$ cat src/bpu_pkg.sv
`default_nettype none

package bpu_pkg;

    // fetch address, word granular
    localparam int ADDR_W = 30;

    // all tables share one index
    localparam int IDX_W    = 6;
    localparam int TAB_SIZE = 1 << IDX_W;

    // prediction queue
    localparam int QUEUE_DEPTH = 4;
    localparam int QPTR_W      = $clog2(QUEUE_DEPTH);
    localparam int QCNT_W      = QPTR_W + 1;

    // return stack
    localparam int RAS_DEPTH = 8;
    localparam int RAS_PTR_W = $clog2(RAS_DEPTH);
    localparam int RAS_CNT_W = RAS_PTR_W + 1;

    typedef enum logic [2:0] {
        KIND_NONE     = 3'd0,
        KIND_DIRECT   = 3'd1,
        KIND_CALL     = 3'd2,
        KIND_RET      = 3'd3,
        KIND_INDIRECT = 3'd4
    } br_kind_t;

    // xor of the IDX_W wide slices of the address
    function automatic logic [IDX_W-1:0] pc_index(input logic [ADDR_W-1:0] addr);
        logic [IDX_W-1:0] fold;
        fold = '0;
        for (int s = 0; s < ADDR_W / IDX_W; s++) begin
            fold ^= addr[s*IDX_W +: IDX_W];
        end
        return fold;
    endfunction

endpackage

`default_nettype wire

$ cat src/bpu_br_if.sv
`default_nettype none

interface bpu_br_if;
    import bpu_pkg::*;

    // one branch record
    logic              valid;
    logic [ADDR_W-1:0] pc;
    br_kind_t          kind;
    logic              taken;
    logic [ADDR_W-1:0] npc;

    modport src (
        output valid,
        output pc,
        output kind,
        output taken,
        output npc
    );

    modport dst (
        input valid,
        input pc,
        input kind,
        input taken,
        input npc
    );

endinterface

`default_nettype wire

$ cat src/bpu_lookup.sv
`default_nettype none

module bpu_lookup (
    input  logic                       clk,
    input  logic                       rstn,
    input  logic                       pc_valid,
    input  logic [bpu_pkg::ADDR_W-1:0] pc,
    bpu_br_if.src                      pred,
    bpu_br_if.dst                      upd
);
    import bpu_pkg::*;

    // prediction tables
    br_kind_t             kind_tab [TAB_SIZE];
    logic [TAB_SIZE-1:0]  kind_vld;
    logic [1:0]           ctr      [TAB_SIZE];
    logic [ADDR_W-1:0]    btb      [TAB_SIZE];

    // return stack, ras_ptr is the next free slot
    logic [ADDR_W-1:0]    ras      [RAS_DEPTH];
    logic [RAS_PTR_W-1:0] ras_ptr;
    logic [RAS_PTR_W-1:0] ras_top_ptr;
    logic [RAS_CNT_W-1:0] ras_cnt;

    logic [IDX_W-1:0]     p_idx;
    logic [ADDR_W-1:0]    p_inc;
    br_kind_t             p_kind;
    logic                 p_taken;
    logic [ADDR_W-1:0]    p_npc;
    logic [IDX_W-1:0]     u_idx;

    assign p_idx       = pc_index(pc);
    assign p_inc       = pc + 1'b1;
    assign u_idx       = pc_index(upd.pc);
    assign ras_top_ptr = ras_ptr - 1'b1;

    always_comb begin
        p_kind = kind_vld[p_idx] ? kind_tab[p_idx] : KIND_NONE;
        case (p_kind)
            KIND_NONE:   p_taken = 1'b0;
            KIND_DIRECT: p_taken = ctr[p_idx][1];
            default:     p_taken = 1'b1;
        endcase
        if (!p_taken) begin
            p_npc = p_inc;
        end else if (p_kind == KIND_RET) begin
            // empty stack falls back to the sequential address
            p_npc = (ras_cnt != '0) ? ras[ras_top_ptr] : p_inc;
        end else begin
            p_npc = btb[p_idx];
        end
    end

    always_ff @(posedge clk or negedge rstn) begin
        if (!rstn) begin
            pred.valid <= 1'b0;
            kind_vld   <= '0;
            ras_ptr    <= '0;
            ras_cnt    <= '0;
            for (int i = 0; i < TAB_SIZE; i++) begin
                ctr[i] <= 2'd1;
            end
        end else begin
            pred.valid <= pc_valid;
            if (upd.valid) begin
                kind_vld[u_idx] <= 1'b1;
                // saturating 2-bit counter
                if (upd.kind == KIND_DIRECT) begin
                    if (upd.taken && ctr[u_idx] != 2'd3) begin
                        ctr[u_idx] <= ctr[u_idx] + 2'd1;
                    end else if (!upd.taken && ctr[u_idx] != 2'd0) begin
                        ctr[u_idx] <= ctr[u_idx] - 2'd1;
                    end
                end
                // a push on a full stack overwrites the oldest entry
                if (upd.kind == KIND_CALL) begin
                    ras_ptr <= ras_ptr + 1'b1;
                    if (ras_cnt != RAS_CNT_W'(RAS_DEPTH)) begin
                        ras_cnt <= ras_cnt + 1'b1;
                    end
                end else if (upd.kind == KIND_RET && ras_cnt != '0) begin
                    ras_ptr <= ras_ptr - 1'b1;
                    ras_cnt <= ras_cnt - 1'b1;
                end
            end
        end
    end

    always_ff @(posedge clk) begin
        if (pc_valid) begin
            pred.pc    <= pc;
            pred.kind  <= p_kind;
            pred.taken <= p_taken;
            pred.npc   <= p_npc;
        end
        if (upd.valid) begin
            kind_tab[u_idx] <= upd.kind;
            if (upd.taken && upd.kind != KIND_RET) begin
                btb[u_idx] <= upd.npc;
            end
            if (upd.kind == KIND_CALL) begin
                ras[ras_ptr] <= upd.pc + 1'b1;
            end
        end
    end

endmodule

`default_nettype wire

$ cat src/bpu_pred_queue.sv
`default_nettype none

module bpu_pred_queue (
    input  logic  clk,
    input  logic  rstn,
    bpu_br_if.dst enq,
    bpu_br_if.src head,
    input  logic  pop,
    output logic  err_overflow,
    output logic  err_underflow
);
    import bpu_pkg::*;

    logic [ADDR_W-1:0] q_pc    [QUEUE_DEPTH];
    br_kind_t          q_kind  [QUEUE_DEPTH];
    logic              q_taken [QUEUE_DEPTH];
    logic [ADDR_W-1:0] q_npc   [QUEUE_DEPTH];

    logic [QPTR_W-1:0] wr_ptr;
    logic [QPTR_W-1:0] rd_ptr;
    logic [QCNT_W-1:0] count;
    logic              full;
    logic              empty;
    logic              do_push;
    logic              do_pop;

    assign full  = (count == QCNT_W'(QUEUE_DEPTH));
    assign empty = (count == '0);
    // a push while full is dropped even if a pop happens in the same cycle
    assign do_push = enq.valid && !full;
    assign do_pop  = pop && !empty;

    // oldest record, held until popped
    assign head.valid = !empty;
    assign head.pc    = q_pc[rd_ptr];
    assign head.kind  = q_kind[rd_ptr];
    assign head.taken = q_taken[rd_ptr];
    assign head.npc   = q_npc[rd_ptr];

    always_ff @(posedge clk or negedge rstn) begin
        if (!rstn) begin
            wr_ptr        <= '0;
            rd_ptr        <= '0;
            count         <= '0;
            err_overflow  <= 1'b0;
            err_underflow <= 1'b0;
        end else begin
            if (do_push) begin
                wr_ptr <= wr_ptr + 1'b1;
            end
            if (do_pop) begin
                rd_ptr <= rd_ptr + 1'b1;
            end
            if (do_push && !do_pop) begin
                count <= count + 1'b1;
            end else if (do_pop && !do_push) begin
                count <= count - 1'b1;
            end
            // sticky until reset
            if (enq.valid && full) begin
                err_overflow <= 1'b1;
            end
            if (pop && empty) begin
                err_underflow <= 1'b1;
            end
        end
    end

    always_ff @(posedge clk) begin
        if (do_push) begin
            q_pc[wr_ptr]    <= enq.pc;
            q_kind[wr_ptr]  <= enq.kind;
            q_taken[wr_ptr] <= enq.taken;
            q_npc[wr_ptr]   <= enq.npc;
        end
    end

endmodule

`default_nettype wire

$ cat src/bpu_resolve.sv
`default_nettype none

module bpu_resolve (
    input  logic                       clk,
    input  logic                       rstn,
    input  logic                       res_valid,
    input  bpu_pkg::br_kind_t          res_kind,
    input  logic                       res_taken,
    input  logic [bpu_pkg::ADDR_W-1:0] res_npc,
    bpu_br_if.dst                      head,
    bpu_br_if.src                      upd,
    output logic                       pop,
    output logic                       mis_valid,
    output logic [2:0]                 mis_flags,
    output logic [31:0]                stat_resolved,
    output logic [31:0]                stat_mispredicts
);
    import bpu_pkg::*;

    logic       hit;
    logic [2:0] cmp;

    // the queue flags underflow itself when head is not valid
    assign pop = res_valid;
    assign hit = res_valid && head.valid;

    // bit 2 npc, bit 1 kind, bit 0 taken
    assign cmp[2] = (head.npc != res_npc);
    assign cmp[1] = (head.kind != res_kind);
    assign cmp[0] = (head.taken != res_taken);

    always_ff @(posedge clk or negedge rstn) begin
        if (!rstn) begin
            mis_valid        <= 1'b0;
            upd.valid        <= 1'b0;
            stat_resolved    <= '0;
            stat_mispredicts <= '0;
        end else begin
            mis_valid <= hit;
            upd.valid <= hit;
            if (hit) begin
                stat_resolved <= stat_resolved + 32'd1;
            end
            if (hit && (cmp != 3'b000)) begin
                stat_mispredicts <= stat_mispredicts + 32'd1;
            end
        end
    end

    // training record carries the real outcome
    always_ff @(posedge clk) begin
        if (hit) begin
            mis_flags <= cmp;
            upd.pc    <= head.pc;
            upd.kind  <= res_kind;
            upd.taken <= res_taken;
            upd.npc   <= res_npc;
        end
    end

endmodule

`default_nettype wire

$ cat src/bpu_top.sv
`default_nettype none

module bpu_top (
    input  logic                       clk,
    input  logic                       rstn,
    input  logic                       pc_valid,
    input  logic [bpu_pkg::ADDR_W-1:0] pc,
    input  logic                       res_valid,
    input  bpu_pkg::br_kind_t          res_kind,
    input  logic                       res_taken,
    input  logic [bpu_pkg::ADDR_W-1:0] res_npc,
    output logic                       pred_valid,
    output bpu_pkg::br_kind_t          pred_kind,
    output logic                       pred_taken,
    output logic [bpu_pkg::ADDR_W-1:0] pred_npc,
    output logic                       mis_valid,
    output logic [2:0]                 mis_flags,
    output logic [31:0]                stat_resolved,
    output logic [31:0]                stat_mispredicts,
    output logic                       err_overflow,
    output logic                       err_underflow
);

    bpu_br_if pred_bus ();
    bpu_br_if head_bus ();
    bpu_br_if upd_bus ();

    logic pop;

    bpu_lookup u_lookup (
        .clk      (clk),
        .rstn     (rstn),
        .pc_valid (pc_valid),
        .pc       (pc),
        .pred     (pred_bus.src),
        .upd      (upd_bus.dst)
    );

    bpu_pred_queue u_pred_queue (
        .clk           (clk),
        .rstn          (rstn),
        .enq           (pred_bus.dst),
        .head          (head_bus.src),
        .pop           (pop),
        .err_overflow  (err_overflow),
        .err_underflow (err_underflow)
    );

    bpu_resolve u_resolve (
        .clk              (clk),
        .rstn             (rstn),
        .res_valid        (res_valid),
        .res_kind         (res_kind),
        .res_taken        (res_taken),
        .res_npc          (res_npc),
        .head             (head_bus.dst),
        .upd              (upd_bus.src),
        .pop              (pop),
        .mis_valid        (mis_valid),
        .mis_flags        (mis_flags),
        .stat_resolved    (stat_resolved),
        .stat_mispredicts (stat_mispredicts)
    );

    // predictions leave the chip as they enter the queue
    assign pred_valid = pred_bus.valid;
    assign pred_kind  = pred_bus.kind;
    assign pred_taken = pred_bus.taken;
    assign pred_npc   = pred_bus.npc;

endmodule

`default_nettype wire

$ cat config.mk
export PLATFORM = sky130hd
export DESIGN_NAME = bpu_top
export DESIGN_NICKNAME = d
export VERILOG_FILES = /design/src/bpu_pkg.sv /design/src/bpu_br_if.sv /design/src/bpu_lookup.sv /design/src/bpu_pred_queue.sv /design/src/bpu_resolve.sv /design/src/bpu_top.sv
export SDC_FILE = /design/constraint.sdc
export NUM_CORES = 2
export LEC_CHECK = 0
export BUFFER_PORTS_ARGS = -buffer_cell sky130_fd_sc_hd__buf_2
export CORE_ASPECT_RATIO = 0.5
export CORE_UTILIZATION = 46
export DETAILED_ROUTE_END_ITERATION = 16
export GPL_ROUTABILITY_DRIVEN = 1
export SLEW_MARGIN = 10
export SYNTH_ARGS = -nofsm -noshare
export SYNTH_HDL_FRONTEND = slang
export SYNTH_SLANG_ARGS = --single-unit
$ cat constraint.sdc
create_clock -name clk -period 12.1 [get_ports clk]
set_input_delay 1.815 -clock clk [delete_from_list [all_inputs] [get_ports clk]]
set_output_delay 1.815 -clock clk [all_outputs]
set_load 0.03 [all_outputs]
# After elaboration in Yosys (flattened, before gate mapping)
# Memories as Yosys holds them, arrays and structs flattened. A register that Yosys moved wholly into a read port is not among the register bits.
# Index checks and enable logic that the tools add are counted.
[op_classes]
add_sub_neg = 14
n_lt_le_gt_ge = 6
n_eq_ne = 13
n_mux = 38
bitwise_logic = 11
n_reduce_logical = 29
[ops]
columns = ["cell", "count"]
rows = [
  ["$bwmux W128", 2],
  ["$mux W128", 2],
  ["$mux W30", 3],
  ["$add A32 B1 Y32 const B", 2],
  ["$or A64 B64 Y64", 1],
  ["$add A30 B1 Y30 const B", 2],
  ["$xor A6 B6 Y6", 8],
  ["$ne A30 B30 Y1", 1],
  ["$bmux W2 S6", 2],
  ["$mux W3", 5],
  ["$ge A7 B7 Y1 const B", 2],
  ["$lt A6 B7 Y1 const B", 2],
  ["$not A6 Y7", 2],
  ["$logic_and A1 B1 Y1", 13],
  ["$demux W2 S6", 1],
  ["$mux W1", 12],
  ["$mux W4", 3],
  ["$mux W2", 5],
  ["$eq A3 B2 Y1 const B", 3],
  ["$reduce_bool A2 Y1", 4],
  ["$lt A7 B1 Y1 const B", 1],
  ["$add A2 B1 Y2 const B", 3],
  ["$add A3 B1 Y3 const B", 2],
  ["$bmux W1 S6", 1],
  ["other kinds (21)", 29],
]
[totals]
wordCells = 202
output_inout_bits = 105
mem_bits_rw = 2608
reg_bits = 375
memories = 7
[memory_table]
columns = ["name", "words", "word_bits", "read_ports", "rd_ports_with_merged_regs", "write_ports", "line_no", "source"]
rows = [
  ["u_lookup.btb", 64, 30, 1, 0, 1, "bpu_lookup.sv:17", "logic [ADDR_W-1:0] btb [TAB_SIZE];"],
  ["u_lookup.ras", 8, 30, 1, 0, 1, "bpu_lookup.sv:20", "logic [ADDR_W-1:0] ras [RAS_DEPTH];"],
  ["u_lookup.kind_tab", 64, 3, 1, 0, 1, "bpu_lookup.sv:14", "br_kind_t kind_tab [TAB_SIZE];"],
  ["u_pred_queue.q_npc", 4, 30, 1, 0, 1, "bpu_pred_queue.sv:17", "logic [ADDR_W-1:0] q_npc [QUEUE_DEPTH];"],
  ["u_pred_queue.q_pc", 4, 30, 1, 1, 1, "bpu_pred_queue.sv:14", "logic [ADDR_W-1:0] q_pc [QUEUE_DEPTH];"],
  ["u_pred_queue.q_kind", 4, 3, 1, 0, 1, "bpu_pred_queue.sv:15", "br_kind_t q_kind [QUEUE_DEPTH];"],
  ["1 more memories", "--", "--", "--", "--", "--", "--", ""],
]

# Depth between registers and ports, before layout
[logic_depth]
depth_word = 12
mapped_depth = 19

# Cells and area by module
# From an unflattened synthesis, not the netlist that was laid out.
[unflattened]
cells_unflattened = 6378
area_unflattened_um2 = 119548.4
[by_module_without_submodules]
columns = ["module", "area_per_inst_um2", "n_inst", "cells_each"]
rows = [
  ["bpu_lookup", 104420.1, 1, 5623],
  ["bpu_pred_queue", 9706.8, 1, 373],
  ["bpu_resolve", 5421.4, 1, 382],
]

# Worst setup path after synthesis
# No wires, ideal clock.
[synth_timing]
kind = "input to register"
from = "in pc[6] (netlist bit)"
to = "reg u_lookup.pred.npc[15] (data pin)"
required_ns = 11.839
setup_slack_ns = 6.964
setup_ns = 0.261
n_path_buf = 4
path_stages = 12
arrival_time_ns = 4.875
path_cell_list = "xnor3_1 xor2_2 buf_2 buf_4 buf_2 buf_4 mux4_2 nand2_1 nand3_1 a311oi_1 nor3_1 o32a_1"
[synth_via]
elab_chain_cells = 10
word_cells_on_any_way = 21
classes_between = "1 x add/sub; 2 x eq/ne; 10 x mux; 5 x bitwise; 1 x reduce/logical; 2 x memory"
[synth_rtl]
columns = ["element", "line_no", "source"]
rows = [
  ["start: declaration", "bpu_top.sv:7", "input logic [bpu_pkg::ADDR_W-1:0] pc,"],
  ["$xor A6 B6 Y6 (4 in series)", "bpu_pkg.sv:35", "fold ^= addr[s*IDX_W +: IDX_W];"],
  ["$bmux W1 S6 / $not A6 Y7 (equally long branches)", "bpu_lookup.sv:38, bpu_lookup.sv:41", ""],
  ["$mux W1 (not written as such) / $bmux W2 S6 (equally long branches)", "bpu_lookup.sv:38, bpu_lookup.sv:41", ""],
  ["$mux W3 / $mux W2 (equally long branches)", "bpu_lookup.sv:38, bpu_lookup.sv:41", ""],
  ["$eq A3 B1 Y1 (tied with other cells)", "bpu_lookup.sv:39", "case (p_kind)"],
  ["$pmux W1 S2 / $mux W30 (equally long branches)", "bpu_lookup.sv:39, bpu_lookup.sv:46", ""],
  ["$mux W30 *", "bpu_lookup.sv:44", "if (!p_taken) begin"],
  ["net u_lookup.p_npc[15]", "bpu_lookup.sv:29", "logic [ADDR_W-1:0] p_npc;"],
  ["end signal: assignment", "bpu_lookup.sv:94", "pred.npc <= p_npc;"],
  ["end: declaration", "bpu_br_if.sv:18", "output npc"],
]
# The timed path passes the listed nets; every way through them passes the cells marked *. The select of a mux whose other input is x is not followed.
# A chain may end at the register's enable or synchronous reset.

# Worst setup path after layout
[layout_timing]
from = "in pc[6] (netlist bit)"
to = "reg u_lookup.pred.npc[10] (data pin)"
# The elaborated chain is that of the path after synthesis.

==> out/qor.yml <==
synth:
  synth_edf_count: 2739
  ys_ff_latch: 3013
  ys_types: 62
  yosysTopAreaCellShare_pct: 69.0
  synth_nets: 6530
  yosysWarnings: 0
  synth_compound_area_share_pct: 2.32
  synthAdderAreaFrac_pct: 0.191
  synth_xor_area_share_pct: 1.75
  netlist.top_cell.by_area: "edfxtp_1"
  synth_area_leaders: "edfxtp_1 (69%), mux4_2 (12%), dfrtp_1 (4.4%), nand2_1 (2.9%), dfstp_2 (1.4%)"
  synth_top_family_by_area: "multiplexers"
  synthMuxAreaShare_pct: 13.4
  syn_avg_cell_area_sq_um: 18.5
  yosys.area_share.simple_pct: 6.09
  yosysSeqAreaShare_pct: 74.9
  syn_inst: 6445
  netlist_area_sq_mm: 0.119
  async_flop_share_pct: 9.09
  synth_ff_type: "edfxtp_1"
worst_setup_path:
  r2r-end: "u_lookup.ctr[21]"
  cp-start-kind: "input pin"
  cp_max_fo: 81
  timing_worst_setup_path_type: "in2reg"
  r2r_slack_ps: 5640
  cp_data_required_time_ps: 12660
  arrival_ps: 7390
  endpoint_kind: "flop"
  ff2ff_path_depth: 16
  r2r_start: "u_resolve.upd.pc[20]"
sta:
  fin_skew_ps: 47.3
  final-max-slew-violation-count: 0
  relSlewSlack_pct: 11.3
  rsz0062_at_grt: "no"
  fin_crit_sh_pct: 56.5
  hold_viol: 0
  setup_tns_ps: 0
  setup_viol: 0
  fmax_ghz: 0.146
  tightest_slew_ps: 1330
  min_period_ps: 6830
final_layout:
  seqCellArea_sq_mm: 0.0892
  area_growth_pct: 12.3
  multi_input_area_sq_mm: 0.0289
  drive_gt1_share_pct: 25.4
  finalNetCount: 6860
  fillers: 20195
  final_common_cell: "edfxtp_1"
  layout_common_cells: "edfxtp_1 (2739), nand2_1 (916), mux4_2 (623), clkbuf_16 (287), buf_4 (218)"
grt:
  grt_first_pass_wirelength_microns: 468000
  grt-ovfl-total: 0
  grt_use_total_pct: 24.8
  grt_pass1_vias: 64016
  grt_max_degree: 123
  antenna_found_initial: 12
power:
  irDropWorstVdd_uv: 357
  pwr_density_cell_mw_per_mm2: 240
  p_leak_nw: 44.3
  total_power_mw: 32.1
clock_tree:
  ctsResizeCount: 0
  clk_pin_slew_ps: 60
  cts_made_buffers: 274
  cts.sinks: 3013
  cts_setup_buffers: 0
  holdBufCountCts: 0
  clk_path_buf_depth: 4
  clk_latency_ps: 870
  htreeDepth: 5
  clock-root-buffer: "clkbuf_16"
  tritoncts: "built"
route:
  wl_microns: 327000
  via_per_inst: 6.11
  dr.first_iter.drc_count: 7863
  routedWlPerCell_microns: 31.4
  drc: 0
  drt_first_pass_iters: 5
  drtAntennaViolNets: 0
  vias: 63810
worst_hold_path:
  hold_end: "u_lookup.kind_vld[8]"
  hold_depth: 1
  worstHoldStart: "u_lookup.kind_vld[8]"
  hold_path.class: "reg2reg"
die:
  io_pins: 173
  core-area_sq_mm: 0.256
  dieArea_sq_mm: 0.261
  start_util_pct: 46.5
  rows: 131
  die_w_microns: 722
  die_height_microns: 362
run_status:
  status: "completed"
flow_run:
  drv_cap: 0
placement:
  dp_hpwl_microns: 188000
  io_buffer_count: 172
  gp_congestion: 0.917
==> cells in the mapped netlist, drive strengths merged (3+ instances only) <==
cell,number
a211oi,27
inv,19
mux2i,42
nand2b,4
clkbuf,199
buf,146
edfxtp,2739
a21oi,91
dfstp,64
a41o,3
and4,8
xnor3,6
nand3,162
nor4,8
a31oi,68
o21a,4
and2,11
nor3,82
nand2,917
and3,144
or2,70
ha,15
nor2b,6
nand4,50
o22ai,54
xor3,5
or3,3
a32oi,8
xnor2,148
a311oi,71
o32a,4
o21ai,12
nor2,170
a22oi,37
a41oi,3
dfrtp,210
mux4,626
xor2,58
mux2,132
==> metrics by stage <==
step | std cells | hold slack (ps) | worst slack (ps) | utilization (%) | instance area, sq um
2_1_floorplan | 6445 | 439 | 6960 | - | 119000
3_3_place_gp | 9956 | 452 | 4370 | 48.9 | 125000
3_5_place_dp | 9956 | 453 | 4320 | 48.9 | 125000
4_1_cts | 10434 | 468 | 5230 | 52.2 | 134000
5_1_grt | 10436 | 483 | 5100 | 52.2 | 134000
6_report | 10436 | 465 | 5270 | 52.2 | 134000
==> sequential cells by signal, summed over array words and instances (netlist names), 64 cells and up, named ones only <==
name	flops
u_lookup.ctr	64
u_lookup.kind_vld	64
u_pred_queue.q_pc	120
u_lookup.ras	240
u_lookup.kind_tab	192
u_lookup.btb	1920
u_pred_queue.q_npc	120
==> cell families after synthesis <==
group                    count (synthesis)
buffers and inverters                  364
flip-flops                            3013
XOR/XNOR                               217
multiplexers                           800
AND/OR/NAND/NOR                       1639
adder cells (fa/ha/maj)                 17
AO/OA/AOI/OAI                          395
==> worst max-delay path: stages <==
cell and delay [ps]:
buf_2 140, xnor3_1 620, xor2_4 410, buf_12 550, buf_4 830, mux4_2 610
nand2_1 80, and3_1 180, a31oi_1 70, a211oi_1 950, a21oi_1 540, mux2i_1 270
o22ai_1 100
==> metal layers <==
| layer | wire, microns | share of wire, % | up-vias | GRT usage [%] |
|---|---|---|---|---|
| met5 | 19 | 0.0058 | - | 0 |
| met1 | 136000 | 41 | 34030 | 35.6 |
| met2 | 152000 | 46 | 3033 | 38.9 |
| li1 | - | - | 26187 | - |
| met3 | 29000 | 8.9 | 558 | 4.90 |
| met4 | 10600 | 3.2 | 2 | 7.46 |
==> worst max path at each step <==
stage / to / slack [ps] / start / cells after the start
2_1_floorplan: u_lookup.pred.npc[15] / 6960 / pc[6] / 12
4_1_cts: u_lookup.pred.npc[1] / 5230 / pc[6] / 13
3_3_place_gp: u_lookup.pred.npc[1] / 4370 / pc[6] / 13
6_report: u_lookup.pred.npc[10] / 5270 / pc[6] / 13
5_1_grt: u_lookup.pred.npc[27] / 5100 / pc[6] / 13
3_5_place_dp: u_lookup.pred.npc[1] / 4320 / pc[6] / 13
==> final cells by class <==
cell class / instances / area share, %
Multi-Input combinational cell: 3068 / 21.6
Tap cell: 3458 / 3.23
Inverter: 19 / 0.0543
Timing Repair Buffer: 399 / 2.02
Clock inverter: 121 / 0.748
Clock buffer: 357 / 5.63
Sequential cell: 3013 / 66.7
Antenna cell: 1 / 0.00187
==> power by group <==
group	internal, mW	switching [mW]	leakage, nW	total (mW)
Clock	4.72	3.80	4.17	8.52
Combinational	3.05	7.05	12.0	10.1
Sequential	12.9	0.593	28.2	13.5
Total	20.7	11.4	44.3	32.1
(Power assumes the default switching activity.)
